$ cat src/common/decode_pkg.sv
package decode_pkg;

  localparam int data_width     = 16;
  localparam int reg_addr_width = 3;

  // jump opcodes share the top bits so the low two bits select the condition
  typedef enum logic [4:0] {
    op_nop  = 5'h00,
    op_mov  = 5'h01,
    op_add  = 5'h02,
    op_sub  = 5'h03,
    op_and  = 5'h04,
    op_or   = 5'h05,
    op_not  = 5'h06,
    op_shl  = 5'h07,
    op_shr  = 5'h08,
    op_ldm  = 5'h09,
    op_ldd  = 5'h0a,
    op_std  = 5'h0b,
    op_push = 5'h0c,
    op_pop  = 5'h0d,
    op_in   = 5'h0e,
    op_out  = 5'h0f,
    op_jz   = 5'h10,
    op_jn   = 5'h11,
    op_jc   = 5'h12,
    op_jmp  = 5'h13,
    op_call = 5'h14,
    op_ret  = 5'h15,
    op_rti  = 5'h16
  } opcode_t;

  typedef logic [4:0] alu_op_t;  // same value as the opcode for alu operations, else 0

  typedef struct packed {
    opcode_t                   opcode;
    logic [reg_addr_width-1:0] rs1;
    logic [reg_addr_width-1:0] rs2;
    logic [4:0]                unused;
  } instr_reg_t;

  typedef struct packed {
    opcode_t                   opcode;
    logic [reg_addr_width-1:0] rdst;
    logic [7:0]                imm;
  } instr_imm_t;

  typedef union packed {
    instr_reg_t reg_form;
    instr_imm_t imm_form;
  } instr_u;

endpackage

$ cat src/common/reg_read_if.sv
`timescale 1ns/10ps

// two read ports with no handshake, data is valid in the same cycle
interface reg_read_if;

  logic [decode_pkg::reg_addr_width-1:0] addr1;
  logic [decode_pkg::reg_addr_width-1:0] addr2;
  logic [decode_pkg::data_width-1:0]     data1;
  logic [decode_pkg::data_width-1:0]     data2;

  modport requester (
    output addr1,
    output addr2,
    input  data1,
    input  data2
  );

  modport responder (
    input  addr1,
    input  addr2,
    output data1,
    output data2
  );

endinterface

$ cat src/control_unit/control_unit.sv
`timescale 1ns/10ps

module control_unit (
  input  logic                clk,
  input  logic                arst_n,
  input  decode_pkg::opcode_t opcode,
  input  logic                interrupt,
  input  logic                load_use,
  input  logic                taken,
  output decode_pkg::alu_op_t alu_op,
  output logic [1:0]          alu_src,
  output logic                reg_write,
  output logic                mem_read,
  output logic                mem_write,
  output logic                ldm,
  output logic                mem_to_reg,
  output logic                branch,
  output logic [1:0]          pc_sel,
  output logic                call,
  output logic                ret,
  output logic                rti,
  output logic                stack,
  output logic                pop_pc1,
  output logic                pop_pc2,
  output logic                pop_ccr,
  output logic [1:0]          mem_data_sel,
  output logic                port_read,
  output logic                port_write,
  output logic                freeze,
  output logic                fetch_pc_enable
);

  // states hold the remaining cycles of a stack sequence
  localparam logic [2:0] st_idle    = 3'd0;
  localparam logic [2:0] st_int_ccr = 3'd1;
  localparam logic [2:0] st_ret_pc2 = 3'd2;
  localparam logic [2:0] st_rti_pc2 = 3'd3;
  localparam logic [2:0] st_rti_ccr = 3'd4;

  logic [2:0] state;
  logic [2:0] state_next;
  logic       pc_load;  // unconditional jump, JMP or CALL
  logic       pc_cond;  // conditional jump, follows taken

  always_ff @(posedge clk or negedge arst_n) begin
    if (!arst_n) begin
      state <= st_idle;
    end else begin
      state <= state_next;
    end
  end

  always_comb begin
    alu_op          = '0;
    alu_src         = 2'b00;
    reg_write       = 1'b0;
    mem_read        = 1'b0;
    mem_write       = 1'b0;
    ldm             = 1'b0;
    mem_to_reg      = 1'b0;
    branch          = 1'b0;
    call            = 1'b0;
    ret             = 1'b0;
    rti             = 1'b0;
    stack           = 1'b0;
    pop_pc1         = 1'b0;
    pop_pc2         = 1'b0;
    pop_ccr         = 1'b0;
    mem_data_sel    = 2'b00;
    port_read       = 1'b0;
    port_write      = 1'b0;
    freeze          = 1'b0;
    fetch_pc_enable = 1'b1;
    pc_load         = 1'b0;
    pc_cond         = 1'b0;
    state_next      = st_idle;

    case (state)
      st_int_ccr: begin
        stack        = 1'b1;
        mem_write    = 1'b1;
        mem_data_sel = 2'd2;  // second push carries the flags
      end
      st_ret_pc2: begin
        stack    = 1'b1;
        mem_read = 1'b1;
        ret      = 1'b1;
        pop_pc2  = 1'b1;
      end
      st_rti_pc2: begin
        stack           = 1'b1;
        mem_read        = 1'b1;
        rti             = 1'b1;
        pop_pc2         = 1'b1;
        freeze          = 1'b1;
        fetch_pc_enable = 1'b0;
        state_next      = st_rti_ccr;
      end
      st_rti_ccr: begin
        stack    = 1'b1;
        mem_read = 1'b1;
        rti      = 1'b1;
        pop_ccr  = 1'b1;
      end
      default: begin
        if (load_use) begin
          fetch_pc_enable = 1'b0;  // bubble, the control word stays all zero
        end else if (interrupt) begin
          stack           = 1'b1;
          mem_write       = 1'b1;
          call            = 1'b1;
          freeze          = 1'b1;
          fetch_pc_enable = 1'b0;
          state_next      = st_int_ccr;
        end else begin
          case (opcode)
            decode_pkg::op_mov, decode_pkg::op_add, decode_pkg::op_sub,
            decode_pkg::op_and, decode_pkg::op_or, decode_pkg::op_not: begin
              alu_op    = opcode;
              reg_write = 1'b1;
            end
            decode_pkg::op_shl, decode_pkg::op_shr: begin
              alu_op    = opcode;
              alu_src   = 2'b01;  // shift amount comes from the immediate
              reg_write = 1'b1;
            end
            decode_pkg::op_ldm: begin
              alu_src   = 2'b01;
              ldm       = 1'b1;
              reg_write = 1'b1;
            end
            decode_pkg::op_ldd: begin
              mem_read   = 1'b1;
              mem_to_reg = 1'b1;
              reg_write  = 1'b1;
            end
            decode_pkg::op_std: begin
              mem_write = 1'b1;
            end
            decode_pkg::op_push: begin
              mem_write = 1'b1;
              stack     = 1'b1;
            end
            decode_pkg::op_pop: begin
              mem_read   = 1'b1;
              stack      = 1'b1;
              mem_to_reg = 1'b1;
              reg_write  = 1'b1;
            end
            decode_pkg::op_in: begin
              port_read = 1'b1;
              reg_write = 1'b1;
            end
            decode_pkg::op_out: begin
              port_write = 1'b1;
            end
            decode_pkg::op_jz, decode_pkg::op_jn, decode_pkg::op_jc: begin
              branch  = 1'b1;
              pc_cond = 1'b1;
            end
            decode_pkg::op_jmp: begin
              branch  = 1'b1;
              pc_load = 1'b1;
            end
            decode_pkg::op_call: begin
              branch  = 1'b1;
              pc_load = 1'b1;
              call    = 1'b1;
              stack   = 1'b1;
            end
            decode_pkg::op_ret: begin
              stack           = 1'b1;
              mem_read        = 1'b1;
              ret             = 1'b1;
              pop_pc1         = 1'b1;
              freeze          = 1'b1;
              fetch_pc_enable = 1'b0;
              state_next      = st_ret_pc2;
            end
            decode_pkg::op_rti: begin
              stack           = 1'b1;
              mem_read        = 1'b1;
              rti             = 1'b1;
              pop_pc1         = 1'b1;
              freeze          = 1'b1;
              fetch_pc_enable = 1'b0;
              state_next      = st_rti_pc2;
            end
            default: begin
              // nop and unused codes leave the word cleared
            end
          endcase
        end
      end
    endcase
  end

  // kept apart from the decode block since taken itself depends on branch
  assign pc_sel = {1'b0, pc_load | (pc_cond & taken)};

endmodule

$ cat src/register_file/register_file.sv
`timescale 1ns/10ps

module register_file #(
  parameter int reg_count = 8
) (
  input  logic                                  clk,
  input  logic                                  arst_n,
  input  logic                                  write_enable,
  input  logic [decode_pkg::reg_addr_width-1:0] write_addr,
  input  logic [decode_pkg::data_width-1:0]     write_data,
  reg_read_if.responder                         rd
);

  logic [decode_pkg::data_width-1:0] regs [reg_count];

  always_ff @(posedge clk or negedge arst_n) begin
    if (!arst_n) begin
      for (int i = 0; i < reg_count; i++) begin
        regs[i] <= '0;
      end
    end else if (write_enable) begin
      regs[write_addr] <= write_data;
    end
  end

  // no bypass, a read in the write cycle still sees the old word
  assign rd.data1 = regs[rd.addr1];
  assign rd.data2 = regs[rd.addr2];

endmodule

$ cat src/source/branch_unit.sv
`timescale 1ns/10ps

module branch_unit (
  input  logic                              branch,
  input  logic [1:0]                        jtype,
  input  logic [2:0]                        ccr,  // bit 0 zero, bit 1 negative, bit 2 carry
  input  logic [decode_pkg::data_width-1:0] rdst,
  output logic                              taken,
  output logic [31:0]                       jump_target
);

  logic cond_met;

  always_comb begin
    case (jtype)
      2'b00: begin
        cond_met = ccr[0];
      end
      2'b01: begin
        cond_met = ccr[1];
      end
      2'b10: begin
        cond_met = ccr[2];
      end
      default: begin
        cond_met = 1'b1;  // JMP ignores the flags
      end
    endcase
  end

  assign taken = branch & cond_met;

  // the target register holds the address, upper half of the PC is zero
  assign jump_target = {{(32 - decode_pkg::data_width){1'b0}}, rdst};

endmodule

$ cat src/source/instruction_decode.sv
`timescale 1ns/10ps

module instruction_decode #(
  parameter int reg_count = 8
) (
  input  logic                                  clk,
  input  logic                                  arst_n,
  input  logic [15:0]                           instruction,
  input  logic                                  interrupt,
  input  logic                                  load_use,
  input  logic [2:0]                            ccr,
  input  logic                                  wb_enable,
  input  logic [decode_pkg::reg_addr_width-1:0] wb_addr,
  input  logic [decode_pkg::data_width-1:0]     wb_data,
  output logic [decode_pkg::data_width-1:0]     op1,
  output logic [decode_pkg::data_width-1:0]     op2_reg,
  output logic [decode_pkg::data_width-1:0]     op2_imm,
  output logic [decode_pkg::reg_addr_width-1:0] dest_addr,
  output logic [7:0]                            shift_amount,
  output logic [31:0]                           jump_target,
  output decode_pkg::alu_op_t                   alu_op,
  output logic [1:0]                            alu_src,
  output logic                                  reg_write,
  output logic                                  mem_read,
  output logic                                  mem_write,
  output logic                                  ldm,
  output logic                                  mem_to_reg,
  output logic                                  branch,
  output logic [1:0]                            pc_sel,
  output logic                                  call,
  output logic                                  ret,
  output logic                                  rti,
  output logic                                  stack,
  output logic                                  pop_pc1,
  output logic                                  pop_pc2,
  output logic                                  pop_ccr,
  output logic [1:0]                            mem_data_sel,
  output logic                                  port_read,
  output logic                                  port_write,
  output logic                                  freeze,
  output logic                                  fetch_pc_enable
);

  decode_pkg::instr_u instr;
  logic               taken;

  reg_read_if rd_port ();

  assign instr = instruction;

  assign rd_port.addr1 = instr.reg_form.rs1;
  assign rd_port.addr2 = instr.reg_form.rs2;
  assign op1           = rd_port.data1;
  assign op2_reg       = rd_port.data2;

  assign op2_imm      = {{(decode_pkg::data_width - 8){1'b0}}, instr.imm_form.imm};
  assign shift_amount = instr.imm_form.imm;
  assign dest_addr    = alu_src[0] ? instr.imm_form.rdst : instr.reg_form.rs2;  // immediate forms write rdst

  register_file #(
    .reg_count (reg_count)
  ) u_register_file (
    .clk          (clk),
    .arst_n       (arst_n),
    .write_enable (wb_enable),
    .write_addr   (wb_addr),
    .write_data   (wb_data),
    .rd           (rd_port)
  );

  control_unit u_control_unit (
    .clk             (clk),
    .arst_n          (arst_n),
    .opcode          (instr.reg_form.opcode),
    .interrupt       (interrupt),
    .load_use        (load_use),
    .taken           (taken),
    .alu_op          (alu_op),
    .alu_src         (alu_src),
    .reg_write       (reg_write),
    .mem_read        (mem_read),
    .mem_write       (mem_write),
    .ldm             (ldm),
    .mem_to_reg      (mem_to_reg),
    .branch          (branch),
    .pc_sel          (pc_sel),
    .call            (call),
    .ret             (ret),
    .rti             (rti),
    .stack           (stack),
    .pop_pc1         (pop_pc1),
    .pop_pc2         (pop_pc2),
    .pop_ccr         (pop_ccr),
    .mem_data_sel    (mem_data_sel),
    .port_read       (port_read),
    .port_write      (port_write),
    .freeze          (freeze),
    .fetch_pc_enable (fetch_pc_enable)
  );

  branch_unit u_branch_unit (
    .branch      (branch),
    .jtype       (instr.reg_form.opcode[1:0]),
    .ccr         (ccr),
    .rdst        (op2_reg),
    .taken       (taken),
    .jump_target (jump_target)
  );

endmodule

$ cat config.mk
export PLATFORM = sky130hd
export DESIGN_NAME = instruction_decode
export DESIGN_NICKNAME = d
export VERILOG_FILES = /design/src/common/decode_pkg.sv /design/src/common/reg_read_if.sv /design/src/control_unit/control_unit.sv /design/src/register_file/register_file.sv /design/src/source/branch_unit.sv /design/src/source/instruction_decode.sv
export SDC_FILE = /design/constraint.sdc
export NUM_CORES = 1
export LEC_CHECK = 0
export BUFFER_PORTS_ARGS = -buffer_cell sky130_fd_sc_hd__clkbuf_2
export CAP_MARGIN = 20
export CORE_MARGIN = 2
export CORE_UTILIZATION = 51
export DETAILED_ROUTE_END_ITERATION = 8
export PLACE_DENSITY_LB_ADDON = 0.08
export SYNTH_ARGS = -nofsm -noshare
export SYNTH_HDL_FRONTEND = slang
export SYNTH_SLANG_ARGS = --single-unit
$ cat constraint.sdc
create_clock -name clk -period 1.71 [get_ports clk]
set_input_delay 0.2565 -clock clk [delete_from_list [all_inputs] [get_ports clk]]
set_output_delay 0.2565 -clock clk [all_outputs]
set_load 0.02 [all_outputs]
# ---- Word-level counts from Yosys, hierarchy flattened
# Index checks and enable logic that the tools add are counted.
dict set report word_totals {
  inputBits 43
  output_inout_bits 119
  reg_bits 131
  word_cells 160
}
dict set report classes {
  n_eq_ne 28
  n_lt_le_gt_ge 4
  muxes 93
  n_bitwise 6
  n_reduce_logical 20
}
# operator count
set ops {}
lappend ops {{128-bit bitwise mux} 1}
lappend ops {{16-bit binary-select mux with 3-bit select} 2}
lappend ops {{16-bit two-way mux} 5}
lappend ops {{1-bit two-way mux} 64}
lappend ops {{16-bit demux with 3-bit select} 1}
lappend ops {{5-bit by 4-bit equality test with 1-bit output (second input constant)} 8}
lappend ops {{5-bit equality test (second input constant)} 7}
lappend ops {{5-bit by 3-bit equality test with 1-bit output (second input constant)} 4}
lappend ops {{5-bit two-way mux} 4}
lappend ops {{3-bit OR reduction} 5}
lappend ops {{2-bit OR reduction} 7}
lappend ops {{4-bit greater-or-equal comparator (second input constant)} 3}
lappend ops {{3-bit NOT with 4-bit output} 3}
lappend ops {{1-bit case mux with 2 select lines} 6}
lappend ops {{12-bit OR reduction} 1}
lappend ops {{5-bit by 2-bit equality test with 1-bit output (second input constant)} 2}
lappend ops {{5-bit OR reduction} 2}
lappend ops {{3-bit two-way mux} 3}
lappend ops {{2-bit two-way mux} 4}
lappend ops {{4-bit OR reduction} 2}
lappend ops {{8-bit OR reduction} 1}
lappend ops {{3-bit by 2-bit equality test with 1-bit output (second input constant)} 2}
lappend ops {{3-bit case mux with 2 select lines} 1}
lappend ops {{5-bit by 1-bit equality test with 1-bit output (second input constant)} 1}
lappend ops {{other kinds (11)} 12}

# ---- Logic depth before layout (Yosys ltp)
dict set report depth {
  ltp_word 9
  mapped_depth 5
  depth_no_buf 4
}

# ---- By module
# Synthesis repeated with hierarchy kept, for this count alone.
dict set report hier_totals {
  cells_unflattened 549
  hier_area_um2 8175.3
}
# module seq_area_each_um2 n_inst area_per_inst_um2 cells_per_inst
set modules_own_cells {}
lappend modules_own_cells {register_file 3203.1 1 7000.5 393}
lappend modules_own_cells {control_unit 75.1 1 681.9 92}
lappend modules_own_cells {branch_unit 0.0 1 275.3 36}
lappend modules_own_cells {instruction_decode 0.0 1 217.7 28}

# ---- Least setup slack after synthesis
# OpenSTA, ideal clock, no wires.
dict set report synth_timing {
  path_type {register to output}
  startpoint {register u_control_unit.state[0]}
  endpoint {output port alu_op[1]}
  required_time_ns 1.454
  arrival_ns 1.730
  path_slack_ns -0.276
  stages_incl_launch_ff 5
  cell_sequence {dfrtp_1 nor3_4 o21ai_2 buf_2 nor4b_1}
}
dict set report synth_via {
  elab_chain_cells 3
  elab_cells_between_ends 6
  cone_classes {eq/ne: 4; mux: 1; reduce/logical: 1}
}
# element line_no
set synth_rtl {}
lappend synth_rtl {{from (decl)} control_unit.sv:40} ;# logic [2:0] state;
lappend synth_rtl {{from (signal assigned)} control_unit.sv:47} ;# state <= st_idle;
lappend synth_rtl {{from (signal assigned)} control_unit.sv:49} ;# state <= state_next;
lappend synth_rtl {{3-bit by 1-bit equality test with 1-bit output, or another cell as far along} control_unit.sv:78} ;# case (state)
lappend synth_rtl {{4-bit OR reduction (no source line) (*)} -}
lappend synth_rtl {{5-bit two-way mux (*)} control_unit.sv:78}
lappend synth_rtl {{to (decl)} instruction_decode.sv:21} ;# output decode_pkg::alu_op_t alu_op,
# Mark *: on every way between the ends. The rest lies on a longest branch, timed or not.

# ---- Worst setup path in the final report
dict set report layout_timing {
  startpoint {register u_control_unit.state[2]}
  endpoint {output port dest_addr[1] (netlist bit)}
}
dict set report layout_via {
  elab_chain_cells 4
  elab_cells_between_ends 7
  cone_classes {eq/ne: 4; mux: 2; reduce/logical: 1}
}
# element line_no
set layout_rtl {}
lappend layout_rtl {{3-bit by 1-bit equality test with 1-bit output, or another cell as far along} control_unit.sv:78}
lappend layout_rtl {{4-bit OR reduction (no source line) (*)} -}
lappend layout_rtl {{2-bit two-way mux (*)} control_unit.sv:78}
lappend layout_rtl {{3-bit two-way mux (*)} instruction_decode.sv:58} ;# assign dest_addr = alu_src[0] ? instr.imm_form.rdst : instr.reg_form.rs2;
lappend layout_rtl {{to (decl)} instruction_decode.sv:18} ;# output logic [decode_pkg::reg_addr_width-1:0] dest_addr,
# Marked as above.

==> impl_metrics.py <==
metrics = {
    "status": {
        "status": "finished, violations left",
        "violations": "setup timing",
    },
    "synth": {
        "ys_types": 47,
        "yosysSeqAreaShare": 0.405,
        "synth_flop_cell": "dfrtp_1",
        "syn_inst": 550,
        "netlist_area_um2": 8090,
        "synthArstFlopShare": 1.00,
        "syn_avg_cell_area_um2": 14.7,
        "synth-seq-cells": 131,
        "ys_warn_count": 0,
        "synth_edf_count": 0,
    },
    "cts": {
        "clk_latency_ns": 0.41,
        "cts.reportedPaths.clkPinSlew_ns": 0.06,
        "cts-root-buf": "clkbuf_16",
        "numCtsBuffers": 17,
        "h-tree-depth": 4,
        "clockBufferDepth": 2,
        "cts_sinks": 131,
        "cts_tree": "yes",
    },
    "grt": {
        "antenna_found_initial": 0,
        "grt_pass1_wl_mm": 31.0,
        "grt_usage": 0.245,
        "overflow": 0,
        "grt_max_degree": 49,
        "grt_pass1_vias": 5608,
    },
    "sta": {
        "fmax_mhz": 463,
        "rsz0062_at_grt": "true",
        "slew_violations": 0,
        "hold_ws_ns": 0.171,
        "period_needed_ns": 2.16,
        "fin_crit_sh": 1.26,
        "hold_violations": 0,
        "finalWorstSetupSlack_ns": -0.450,
        "clock_skew_ns": 0.000110,
        "setup_viol": 75,
    },
    "detailed_routing": {
        "wl_mm": 19.9,
        "firstDrtPassIters": 5,
        "met2_length_mm": 10.4,
        "top_layer_used": "met4",
        "wl_per_cell_um": 21.5,
        "drtIter0Drc": 241,
        "m1WireLength_mm": 8.51,
        "num_vias": 5254,
        "routed_via_density": 5.69,
        "drc": 0,
        "met3WireLength_um": 771,
        "drtAntennaViolNets": 0,
    },
    "worst_hold_path": {
        "worstHoldPathCells": 3,
        "hold_end": "u_control_unit.state[0]",
        "min_path_type": "in2reg",
        "hold_path.startpoint": "interrupt",
    },
    "layout": {
        "final_nets": 738,
        "antennaDiodeCount": 0,
        "drive_gt1_frac": 0.698,
        "syn_to_final_growth_pct": 31.7,
        "fin_util": 0.678,
    },
    "power": {
        "p_per_area_nw_per_um2": 1180,
        "p_total_mw": 12.5,
        "p_leak_nw": 4.67,
        "peakVddDrop_uv": 840,
    },
    "worst_setup_path": {
        "r2r_setup_slack_ns": 0.22,
        "timing.rr.start": "u_control_unit.state[0]",
        "critPathLaunchType": "register",
        "r2r_end": "u_control_unit.state[1]",
        "worstPathArrival_ns": 1.90,
        "critPathCaptureType": "primary output",
        "crit_fanout": 4,
        "crit_type": "reg2out",
        "crit_required_ns": 1.45,
        "reg2regPathDepth": 6,
    },
    "place": {
        "dp_hpwl_mm": 12.8,
        "dpl_worst_slack_ns": -0.253,
        "port-buffer-count": 118,
        "place.gp.congestion": 0.846,
    },
    "floorplan": {
        "fp.dieArea_um2": 16900,
        "ios": 162,
        "core-area_um2": 15700,
        "fp.dieH_um": 130,
        "rows": 46,
        "start_util": 0.515,
        "die_x_um": 130,
    },
    "run": {
        "drv_cap": 0,
    },
}
-- Yosys cell counts (3+ instances only) --
master    number  share of area
nor3_1         5         0.0031
clkbuf_1      13         0.0060
nand2_1        6         0.0028
inv_1          4         0.0019
nor4b_1        4         0.0043
buf_4         65          0.060
dfrtp_1      131           0.41
mux2_2       158           0.22
mux4_1        45           0.15
nand4b_2       3         0.0056
a21oi_1        6         0.0037
buf_6         11          0.015
nor2_1        13         0.0060
mux2_1         5         0.0070
mux4_2        19          0.053
nor2b_1        4         0.0031
nand2b_1       5         0.0039
o21ai_0        6         0.0037
buf_2          8         0.0050
nor3_4         4         0.0080
-- placed cells by master (no fill, tap or decap), drive strengths merged, types with 3 or more instances in the layout --
| cell | instances |
|---|---|
| mux2 | 163 |
| buf | 148 |
| dfrtp | 131 |
| clkbuf | 69 |
| mux4 | 64 |
| conb | 28 |
| nor2 | 13 |
| nor3 | 9 |
| o21ai | 7 |
| nand2 | 6 |
| a21oi | 6 |
| nand2b | 6 |
| bufinv | 5 |
| inv | 5 |
| nor4b | 4 |
| nor2b | 4 |
| clkinv | 4 |
| nor3b | 3 |
| nand4b | 3 |
-- power by group --
part | internal (mW) | leakage [nW] | switching, mW
logic | 2.51 | 2.77 | 1.63
clock network | 2.71 | 0.323 | 1.40
registers | 3.78 | 1.58 | 0.498
-- logic make-up (layout without fill, tap and decap cells) --
family	Yosys count	count (layout)	share of synthesized area
AOI/OAI and AO/OA	24	24	0.0193
xor gates and xnor gates	1	1	0.00108
buffers and inverters	103	234	0.0894
DFF	131	131	0.405
muxes	227	227	0.426
other	1	28	0.000464
and+or+nand+nor	63	63	0.0582
-- layout make-up --
cell class	count	area, µm²
inverters	4	15.0
fillers	1123	5060
well taps	216	270
clock inverters	12	201
multi-input cells	343	4370
clock buffers	20	467
repair buffers	198	2050
flip-flops and latches	131	3280
-- sequential cells by signal (all words and copies together) (netlist names) --
register,cells
u_register_file.regs,128
u_control_unit.state,3
-- critical path, cell delays in order, from the launching register on --
cell	delay (ns)
dfrtp_1	0.42
nor3_4	0.23
o21ai_2	0.10
nor3_4	0.26
mux2_4	0.35
buf_8	0.13
-- repair_timing --
action                                 CTS  global route
pin swaps                               10             6
hold buffers                             1             0
gates resized for setup                159           135
endpoints found under the hold margin   14             0
buffers inserted                        16             9
setup endpoints to repair               74            75
-- layer usage --
layer  global-route usage  vias to the layer above
li1                     -                     2290
met1                0.324                     2806
met2                0.420                      141
met3               0.0529                       17
met4               0.0544                        0
met5                    0                        -
-- how the worst max path moves through the flow --
stage	start	to	slack (ns)	cells past startpoint
final	u_control_unit.state[2]	dest_addr[1]	-0.45	5
after global routing	u_control_unit.state[2]	dest_addr[1]	-0.54	5
after CTS	u_control_unit.state[2]	dest_addr[1]	-0.47	5
after detailed placement	instruction[5]	jump_target[15]	-0.25	5
after global placement	instruction[5]	jump_target[15]	-0.23	5
after floorplan	u_control_unit.state[2]	alu_op[3]	-0.13	3
-- metrics by stage --
stage,std cells,cell area [µm²],TNS (ns)
final,924,10700,-21.64
after global routing,924,10700,-26.25
after CTS,916,10300,-22.49
after detailed placement,869,9030,-9.55
after global placement,869,9030,-9.26
after floorplan,577,8330,-0.316
(Power assumes the default switching activity.)
